===== src/source/rvCorePkg.sv =====
package rvCorePkg;

    typedef logic [63:0] xlen_t;
    typedef logic [31:0] inst_t;
    typedef logic [4:0]  regIdx_t;
    typedef logic [1:0]  aluOp_t;
    typedef logic        wbSel_t;

    localparam aluOp_t ALU_ADD    = 2'd0;
    localparam aluOp_t ALU_PASS_B = 2'd1; // lui

    localparam wbSel_t WB_ALU  = 1'b0;
    localparam wbSel_t WB_LINK = 1'b1; // pc+4 for jal

    localparam logic [6:0] OP_REG    = 7'b0110011;
    localparam logic [6:0] OP_IMM    = 7'b0010011;
    localparam logic [6:0] OP_AUIPC  = 7'b0010111;
    localparam logic [6:0] OP_LUI    = 7'b0110111;
    localparam logic [6:0] OP_JAL    = 7'b1101111;
    localparam logic [6:0] OP_STORE  = 7'b0100011;
    localparam logic [6:0] OP_SYSTEM = 7'b1110011;

    localparam xlen_t RESET_PC = 64'h0;

    typedef struct packed {
        logic  valid;
        xlen_t pc;
        inst_t inst;
    } fetchPacket_t;

    typedef struct packed {
        logic       valid;
        xlen_t      pc;
        regIdx_t    rd;
        logic       writeRd;
        aluOp_t     aluOp;
        xlen_t      opA;
        xlen_t      opB;
        wbSel_t     wbSel;
        logic       isStore;
        logic [7:0] storeMask;
        xlen_t      storeData;
        logic       isHalt;
    } decodedInst_t;

    typedef struct packed {
        xlen_t      addr;
        xlen_t      data;
        logic [7:0] mask; // byte lanes from offset 0
    } storeReq_t;

endpackage


===== src/source/instFetch.sv =====
module instFetch (
    input  logic                    clk,
    input  logic                    rst,
    input  logic                    stall,
    input  logic                    redirect,
    input  rvCorePkg::xlen_t        redirectPc,
    input  logic                    haltSeen,
    output rvCorePkg::xlen_t        instAddr,
    input  rvCorePkg::inst_t        inst,
    output rvCorePkg::fetchPacket_t fetchOut
);

    rvCorePkg::xlen_t pc;
    logic stopped; // sticky once ebreak decoded

    assign instAddr = pc;

    always_ff @(posedge clk)
    begin
        if (rst)
        begin
            pc             <= rvCorePkg::RESET_PC;
            stopped        <= 1'b0;
            fetchOut.valid <= 1'b0;
        end
        else if (!stall)
        begin
            if (redirect)
            begin
                pc             <= redirectPc;
                fetchOut.valid <= 1'b0; // bubble for the wrong-path slot
            end
            else if (haltSeen || stopped)
            begin
                stopped        <= 1'b1;
                fetchOut.valid <= 1'b0;
            end
            else
            begin
                pc             <= pc + 64'd4;
                fetchOut.valid <= 1'b1;
                fetchOut.pc    <= pc;
                fetchOut.inst  <= inst;
            end
        end
    end

endmodule


===== src/source/instDecoder.sv =====
module instDecoder (
    input  rvCorePkg::fetchPacket_t fetchIn,
    output rvCorePkg::regIdx_t      rs1Idx,
    output rvCorePkg::regIdx_t      rs2Idx,
    input  rvCorePkg::xlen_t        rs1Val,
    input  rvCorePkg::xlen_t        rs2Val,
    input  rvCorePkg::regIdx_t      fwdRd,
    input  logic                    fwdValid,
    input  rvCorePkg::xlen_t        fwdVal,
    output rvCorePkg::decodedInst_t decOut,
    output logic                    redirect,
    output rvCorePkg::xlen_t        redirectPc,
    output logic                    haltSeen
);

    logic [6:0] opCode;
    logic [6:0] funct7;
    logic [2:0] funct3;
    rvCorePkg::regIdx_t rd;
    rvCorePkg::xlen_t immI;
    rvCorePkg::xlen_t immS;
    rvCorePkg::xlen_t immU;
    rvCorePkg::xlen_t immJ;
    rvCorePkg::xlen_t rs1Fwd;
    rvCorePkg::xlen_t rs2Fwd;
    logic [7:0] mask;

    assign opCode = fetchIn.inst[6:0];
    assign funct7 = fetchIn.inst[31:25];
    assign funct3 = fetchIn.inst[14:12];
    assign rd     = fetchIn.inst[11:7];
    assign rs1Idx = fetchIn.inst[19:15];
    assign rs2Idx = fetchIn.inst[24:20];

    assign immI = {{52{fetchIn.inst[31]}}, fetchIn.inst[31:20]};
    assign immS = {{52{fetchIn.inst[31]}}, fetchIn.inst[31:25], fetchIn.inst[11:7]};
    assign immU = {{32{fetchIn.inst[31]}}, fetchIn.inst[31:12], 12'b0};
    assign immJ = {{44{fetchIn.inst[31]}}, fetchIn.inst[19:12], fetchIn.inst[20],
                   fetchIn.inst[30:21], 1'b0};

    // exec writes back this cycle, regfile only sees it next cycle
    assign rs1Fwd = (fwdValid && fwdRd == rs1Idx) ? fwdVal : rs1Val;
    assign rs2Fwd = (fwdValid && fwdRd == rs2Idx) ? fwdVal : rs2Val;

    always_comb
    begin
        case (funct3)
            3'b000:  mask = 8'h01; // sb
            3'b001:  mask = 8'h03; // sh
            3'b010:  mask = 8'h0f; // sw
            3'b011:  mask = 8'hff; // sd
            default: mask = 8'h00;
        endcase
    end

    always_comb
    begin
        decOut           = '0;
        decOut.valid     = fetchIn.valid;
        decOut.pc        = fetchIn.pc;
        decOut.rd        = rd;
        decOut.aluOp     = rvCorePkg::ALU_ADD;
        decOut.wbSel     = rvCorePkg::WB_ALU;
        decOut.opA       = rs1Fwd;
        decOut.opB       = immI;
        decOut.storeData = rs2Fwd;
        redirect         = 1'b0;
        redirectPc       = fetchIn.pc + immJ;
        haltSeen         = 1'b0;
        if (fetchIn.valid)
        begin
            case (opCode)
                rvCorePkg::OP_REG:
                begin
                    decOut.opB     = rs2Fwd;
                    decOut.writeRd = (funct3 == 3'b0) && (funct7 == 7'b0) && (rd != '0);
                end
                rvCorePkg::OP_IMM:
                    decOut.writeRd = (funct3 == 3'b0) && (rd != '0); // addi only
                rvCorePkg::OP_AUIPC:
                begin
                    decOut.opA     = fetchIn.pc;
                    decOut.opB     = immU;
                    decOut.writeRd = (rd != '0);
                end
                rvCorePkg::OP_LUI:
                begin
                    decOut.aluOp   = rvCorePkg::ALU_PASS_B;
                    decOut.opB     = immU;
                    decOut.writeRd = (rd != '0);
                end
                rvCorePkg::OP_JAL:
                begin
                    decOut.wbSel   = rvCorePkg::WB_LINK;
                    decOut.writeRd = (rd != '0);
                    redirect       = 1'b1;
                end
                rvCorePkg::OP_STORE:
                begin
                    decOut.opB       = immS; // address is rs1 + imm
                    decOut.storeMask = mask;
                    decOut.isStore   = (mask != 8'h00);
                end
                rvCorePkg::OP_SYSTEM:
                begin
                    decOut.isHalt = (funct3 == 3'b0) && (fetchIn.inst[31:20] == 12'd1);
                    haltSeen      = decOut.isHalt;
                end
                default: ; // retires as a no-op
            endcase
        end
    end

endmodule


===== src/source/regFile.sv =====
module regFile (
    input  logic               clk,
    input  logic               rst,
    input  rvCorePkg::regIdx_t rs1Idx,
    input  rvCorePkg::regIdx_t rs2Idx,
    output rvCorePkg::xlen_t   rs1Val,
    output rvCorePkg::xlen_t   rs2Val,
    input  logic               wrEn,
    input  rvCorePkg::regIdx_t wrIdx,
    input  rvCorePkg::xlen_t   wrData
);

    rvCorePkg::xlen_t regs [32];

    assign rs1Val = regs[rs1Idx];
    assign rs2Val = regs[rs2Idx];

    always_ff @(posedge clk)
    begin
        if (rst)
        begin
            for (int i = 0; i < 32; i++)
                regs[i] <= '0;
        end
        else if (wrEn && wrIdx != '0) // x0 stays zero
        begin
            regs[wrIdx] <= wrData;
        end
    end

endmodule


===== src/source/execStage.sv =====
module execStage (
    input  logic                    clk,
    input  logic                    rst,
    input  logic                    stall,
    input  rvCorePkg::decodedInst_t decIn,
    output logic                    wrEn,
    output rvCorePkg::regIdx_t      wrIdx,
    output rvCorePkg::xlen_t        wrData,
    output logic                    storeValid,
    output rvCorePkg::storeReq_t    storeOut,
    input  logic                    storeBusy,
    output logic                    stallOut,
    output logic                    halted
);

    rvCorePkg::decodedInst_t decReg;
    rvCorePkg::xlen_t aluResult;
    logic haltPend;
    logic haltReq;

    assign aluResult = (decReg.aluOp == rvCorePkg::ALU_PASS_B) ? decReg.opB
                                                               : decReg.opA + decReg.opB;

    assign stallOut = decReg.valid && decReg.isStore && storeBusy;

    assign wrEn   = decReg.valid && decReg.writeRd && !stallOut;
    assign wrIdx  = decReg.rd;
    assign wrData = (decReg.wbSel == rvCorePkg::WB_LINK) ? decReg.pc + 64'd4 : aluResult;

    assign storeValid     = decReg.valid && decReg.isStore && !storeBusy;
    assign storeOut.addr  = aluResult;
    assign storeOut.data  = decReg.storeData;
    assign storeOut.mask  = decReg.storeMask;

    // ebreak leaves exec after one cycle, so remember it until stores drain
    assign haltReq = haltPend || (decReg.valid && decReg.isHalt);

    always_ff @(posedge clk)
    begin
        if (rst)
        begin
            decReg.valid <= 1'b0;
            haltPend     <= 1'b0;
            halted       <= 1'b0;
        end
        else
        begin
            if (!stall)
                decReg <= decIn;
            if (haltReq)
                haltPend <= 1'b1;
            if (haltReq && !storeBusy)
                halted <= 1'b1;
        end
    end

endmodule


===== src/source/storeUnit.sv =====
module storeUnit (
    input  logic                 clk,
    input  logic                 rst,
    input  logic                 storeValid,
    input  rvCorePkg::storeReq_t storeIn,
    output logic                 storeBusy,
    output logic                 awvalid,
    input  logic                 awready,
    output rvCorePkg::xlen_t     awaddr,
    output logic                 wvalid,
    input  logic                 wready,
    output rvCorePkg::xlen_t     wdata,
    output logic [7:0]           wstrb,
    input  logic                 bvalid,
    output logic                 bready,
    input  logic [1:0]           bresp
);

    typedef enum logic [1:0] {IDLE, ADDR_DATA, RESP} state_t;

    state_t state;
    logic awNext;
    logic wNext;

    assign storeBusy = (state != IDLE);

    // each channel drops its valid on its own handshake
    assign awNext = awvalid && !awready;
    assign wNext  = wvalid && !wready;

    always_ff @(posedge clk)
    begin
        if (rst)
        begin
            state   <= IDLE;
            awvalid <= 1'b0;
            wvalid  <= 1'b0;
            bready  <= 1'b0;
        end
        else
        begin
            case (state)
                IDLE:
                    if (storeValid)
                    begin
                        awvalid <= 1'b1;
                        wvalid  <= 1'b1;
                        state   <= ADDR_DATA;
                    end
                ADDR_DATA:
                begin
                    awvalid <= awNext;
                    wvalid  <= wNext;
                    if (!awNext && !wNext)
                    begin
                        bready <= 1'b1;
                        state  <= RESP;
                    end
                end
                RESP:
                    if (bvalid) // response code not checked
                    begin
                        bready <= 1'b0;
                        state  <= IDLE;
                    end
                default: state <= IDLE;
            endcase
        end
    end

    always_ff @(posedge clk)
    begin
        if (state == IDLE && storeValid)
        begin
            awaddr <= storeIn.addr;
            wdata  <= storeIn.data << {storeIn.addr[2:0], 3'b000}; // 8 bits per lane
            wstrb  <= storeIn.mask << storeIn.addr[2:0];
        end
    end

endmodule


===== src/source/rvCoreTop.sv =====
module rvCoreTop (
    input  logic             clk,
    input  logic             rst,
    output rvCorePkg::xlen_t instAddr,
    input  rvCorePkg::inst_t inst,
    output logic             awvalid,
    input  logic             awready,
    output rvCorePkg::xlen_t awaddr,
    output logic             wvalid,
    input  logic             wready,
    output rvCorePkg::xlen_t wdata,
    output logic [7:0]       wstrb,
    input  logic             bvalid,
    output logic             bready,
    input  logic [1:0]       bresp,
    output logic             halted
);

    rvCorePkg::fetchPacket_t fetchPkt;
    rvCorePkg::decodedInst_t decPkt;
    rvCorePkg::storeReq_t    storeReq;
    rvCorePkg::regIdx_t      rs1Idx;
    rvCorePkg::regIdx_t      rs2Idx;
    rvCorePkg::regIdx_t      wrIdx;
    rvCorePkg::xlen_t        rs1Val;
    rvCorePkg::xlen_t        rs2Val;
    rvCorePkg::xlen_t        wrData;
    rvCorePkg::xlen_t        redirectPc;
    logic redirect;
    logic haltSeen;
    logic wrEn;
    logic storeValid;
    logic storeBusy;
    logic stall;

    instFetch fetch (
        .clk(clk), .rst(rst), .stall(stall), .redirect(redirect),
        .redirectPc(redirectPc), .haltSeen(haltSeen), .instAddr(instAddr),
        .inst(inst), .fetchOut(fetchPkt)
    );

    instDecoder decoder (
        .fetchIn(fetchPkt), .rs1Idx(rs1Idx), .rs2Idx(rs2Idx), .rs1Val(rs1Val),
        .rs2Val(rs2Val), .fwdRd(wrIdx), .fwdValid(wrEn), .fwdVal(wrData),
        .decOut(decPkt), .redirect(redirect), .redirectPc(redirectPc), .haltSeen(haltSeen)
    );

    regFile regs (
        .clk(clk), .rst(rst), .rs1Idx(rs1Idx), .rs2Idx(rs2Idx), .rs1Val(rs1Val),
        .rs2Val(rs2Val), .wrEn(wrEn), .wrIdx(wrIdx), .wrData(wrData)
    );

    execStage exec (
        .clk(clk), .rst(rst), .stall(stall), .decIn(decPkt), .wrEn(wrEn),
        .wrIdx(wrIdx), .wrData(wrData), .storeValid(storeValid), .storeOut(storeReq),
        .storeBusy(storeBusy), .stallOut(stall), .halted(halted)
    );

    storeUnit store (
        .clk(clk), .rst(rst), .storeValid(storeValid), .storeIn(storeReq),
        .storeBusy(storeBusy), .awvalid(awvalid), .awready(awready), .awaddr(awaddr),
        .wvalid(wvalid), .wready(wready), .wdata(wdata), .wstrb(wstrb),
        .bvalid(bvalid), .bready(bready), .bresp(bresp)
    );

endmodule


===== config.mk =====
export PLATFORM = sky130hd
export DESIGN_NAME = rvCoreTop
export DESIGN_NICKNAME = d
export VERILOG_FILES = /design/src/source/rvCorePkg.sv /design/src/source/instFetch.sv /design/src/source/instDecoder.sv /design/src/source/regFile.sv /design/src/source/execStage.sv /design/src/source/storeUnit.sv /design/src/source/rvCoreTop.sv
export SDC_FILE = /design/constraint.sdc
export NUM_CORES = 2
export LEC_CHECK = 0
export ABC_AREA = 0
export BUFFER_PORTS_ARGS = -buffer_cell sky130_fd_sc_hd__buf_2
export CAP_MARGIN = 20
export CORE_MARGIN = 5
export CORE_UTILIZATION = 45
export CTS_CLUSTER_DIAMETER = 40
export DETAILED_ROUTE_END_ITERATION = 12
export PLACE_DENSITY = 0.68
export SLEW_MARGIN = 25
export SYNTH_ARGS = -nofsm -noshare
export SYNTH_HDL_FRONTEND = slang
export SYNTH_SLANG_ARGS = --single-unit

===== constraint.sdc =====
create_clock -name clk -period 51.1 [get_ports clk]
set_clock_uncertainty 0.05 [all_clocks]
set_input_delay 5.11 -clock clk [delete_from_list [all_inputs] [get_ports clk]]
set_output_delay 5.11 -clock clk [all_outputs]
set_load 0.05 [all_outputs]

==> impl_metrics.ini <==
[synth]
synth_cell_type_count = 94
synth_area_um2 = 137200
async_flop_share = 0
synthFlopType = edfxtp_1
yosysWarnings = 0
ys_seq_elements = 2634
avgSynthCellArea_um2 = 13.73
synth_edf_count = 2550
synth-seq-area-share = 0.5702
synthCells = 9996

[job]
drv_cap = 0

[setup_path]
cp.required_ps = 51590
end_kind = flip-flop
crit_type = in2reg
cp-start-kind = input pin
critPathMaxFanout = 73
worstPathArrival_ps = 9300

[timing]
hold_viol = 0
slew_headroom = 0.1709
finalSetupViolCount = 0
rsz0062_at_grt = no
max_freq_ghz = 0.1135
drv_slew = 0
period_minus_slack_ps = 8811
worst_pin_slew_ps = 1244
finalSetupTns_ps = 0
post-route-period-util = 0.1724

[global_routing]
grt_use_met3 = 0.1148
grt_antenna_before_repair = 19
grt_max_degree = 162
grtUsageTotal = 0.3255
grtUsageMet1 = 0.3967
grt_util_met2 = 0.4992
grt_pass1_wl_um = 732100
grt_pass1_vias = 97880
grt-ovfl-total = 0
top_usage_layer = met2

[drt]
viasPerCell = 6.929
ant_nets = 0
drcViolationCount = 0
drt_iter0_markers = 16340
wl_per_cell_um = 36.72
drt-total-wl_um = 525900
vias = 99240
first_pass_iters = 8

[floorplan]
dieArea_um2 = 316100
pin_count = 243
start_util = 0.4525
rows = 202
fp.dieW_um = 562.3
coreArea_um2 = 303300
die_h_um = 562.3

[cts]
ctsResizeCount = 0
cts_tree = built
root_buffer = clkbuf_16
post_cts_buffers = 0
clkSinkCount = 2634
insertion_delay_ps = 940
cts_made_buffers = 384
cts_buffer_depth = 4
cts.clk_slew.worst_paths_ps = 50
hold_buffers = 0
htree_num_levels = 5

[final_layout]
mostFrequentLayoutCell = edfxtp_1
final_layout_size_suffix_gt1_frac = 0.2665
area_growth_pct = 14.14
area.sequential_um2 = 78290
multiInputGateArea_um2 = 56200
nNetsFinal = 10190
fin_cells = 14320
nFillCells = 24650
layout_common_cells = edfxtp_1, nor2_1, mux4_2, nand2_1, a21oi_1

[power_and_ir_drop]
vdd_drop_max_mv = 0.02633
p_leak_nw = 56.98
p_per_area_nw_per_um2 = 40.58

[status]
status = completed

[placed_design]
place_congestion = 1.010
portBuffers = 240
dp_cells = 13610
dpl.hpwl_um = 316500

[hold_path]
hp-class = reg2reg
layout make-up:
type / instances / area share
Multi-Input combinational cell: 6419 / 0.3588
Timing Repair Buffer: 521 / 0.02239
Sequential cell: 2634 / 0.4998
Tap cell: 3978 / 0.03177
Clock buffer: 422 / 0.06332
Inverter: 61 / 0.001486
Clock inverter: 283 / 0.02242
Antenna cell: 3 / 0.00004792
final timing paths:
path	from	end	slack, ps	depth (start not counted)
min reg2reg	fetch.instAddr[0]	fetch.fetchOut[32]	420	0
max	rst	regs.regs[28][50]	42290	6
max reg2reg	flip-flop	exec.decReg[138]	44790	9
min	fetch.instAddr[0]	fetch.fetchOut[32]	420	0
cells in the mapped netlist (all sizes together), types with 12 or more instances:
master  count  area share
a22o       14     0.00089
dfxtp      84       0.012
and4       22      0.0014
o22ai      36      0.0016
edfxtp   2550        0.56
a211oi     48      0.0026
xor2       71      0.0045
mux2      113      0.0093
o31ai      36      0.0020
or3        26      0.0012
xnor2      86      0.0055
and2       40      0.0018
nand2     623       0.017
nor2b      32      0.0015
nand3     130      0.0047
o21a       34      0.0019
nor3       72      0.0027
ha        127       0.012
a21o       76      0.0042
nand4      75      0.0034
a21oi     404       0.015
and3       61      0.0028
nor4       23      0.0010
mux4     1282        0.21
o21bai     24      0.0013
o21ai     322       0.012
o221ai     12     0.00077
clkbuf    726       0.020
o211ai     15     0.00089
buf       219      0.0066
a221oi     31      0.0021
a31oi      36      0.0016
inv        59      0.0016
nor2     2269       0.062
mux2i      41      0.0030
cell families (layout without fill, tap and decap cells):
group | after synthesis | in the layout | synth area share
AND/OR/NAND/NOR | 3420 | 3420 | 0.1022
adder cells (fa/ha/maj) | 129 | 129 | 0.01187
XOR/XNOR | 157 | 157 | 0.01002
multiplexers | 1436 | 1436 | 0.2227
AO/OA/AOI/OAI | 1213 | 1213 | 0.05494
buffers and inverters | 1006 | 1287 | 0.02812
other | 1 | 67 | 0.00002732
flip-flops | 2634 | 2634 | 0.5702
where the power goes:
group          switching (mW)  internal, mW  total (mW)
clock                    1.08          1.69        2.78
sequential             0.0845          2.48        2.56
combinational           0.662         0.358        1.02
flip-flops by register name (all words and copies together), names as in the netlist, 2 cells and up, named ones only:
signal	cells
store.wdata	64
fetch.instAddr	64
exec.decReg	198
regs.regs	2048
exec.storeOut	68
fetch.fetchOut	97
store.awaddr	64
exec.wrIdx	5
store.wstrb	8
store.state	2
metal layers:
layer	vias up	routed length, µm
li1	38530	-
met1	49770	170500
met2	8890	236900
met3	2017	78980
met4	24	39210
met5	-	333
stage by stage:
stage	setup WS [ps]	utilization	total power, mW	cell area [µm²]	hold WS (ps)
final	42290	0.5165	6.356	156600	419.3
after detailed placement	41620	0.4719	3.580	143100	415.5
after CTS	42580	0.5162	6.321	156600	419.9
after global placement	41620	0.4717	3.565	143100	387.3
after global routing	42460	0.5165	6.504	156600	427.3
after floorplan	30180	-	3.206	137500	387.5
critical path, stage by stage:
cell	delay [ps]
clkbuf_8	530
clkinv_2	840
buf_4	650
nand2_4	660
buf_4	600
buf_4	720
Note: power is estimated with default switching activity, not from simulation.
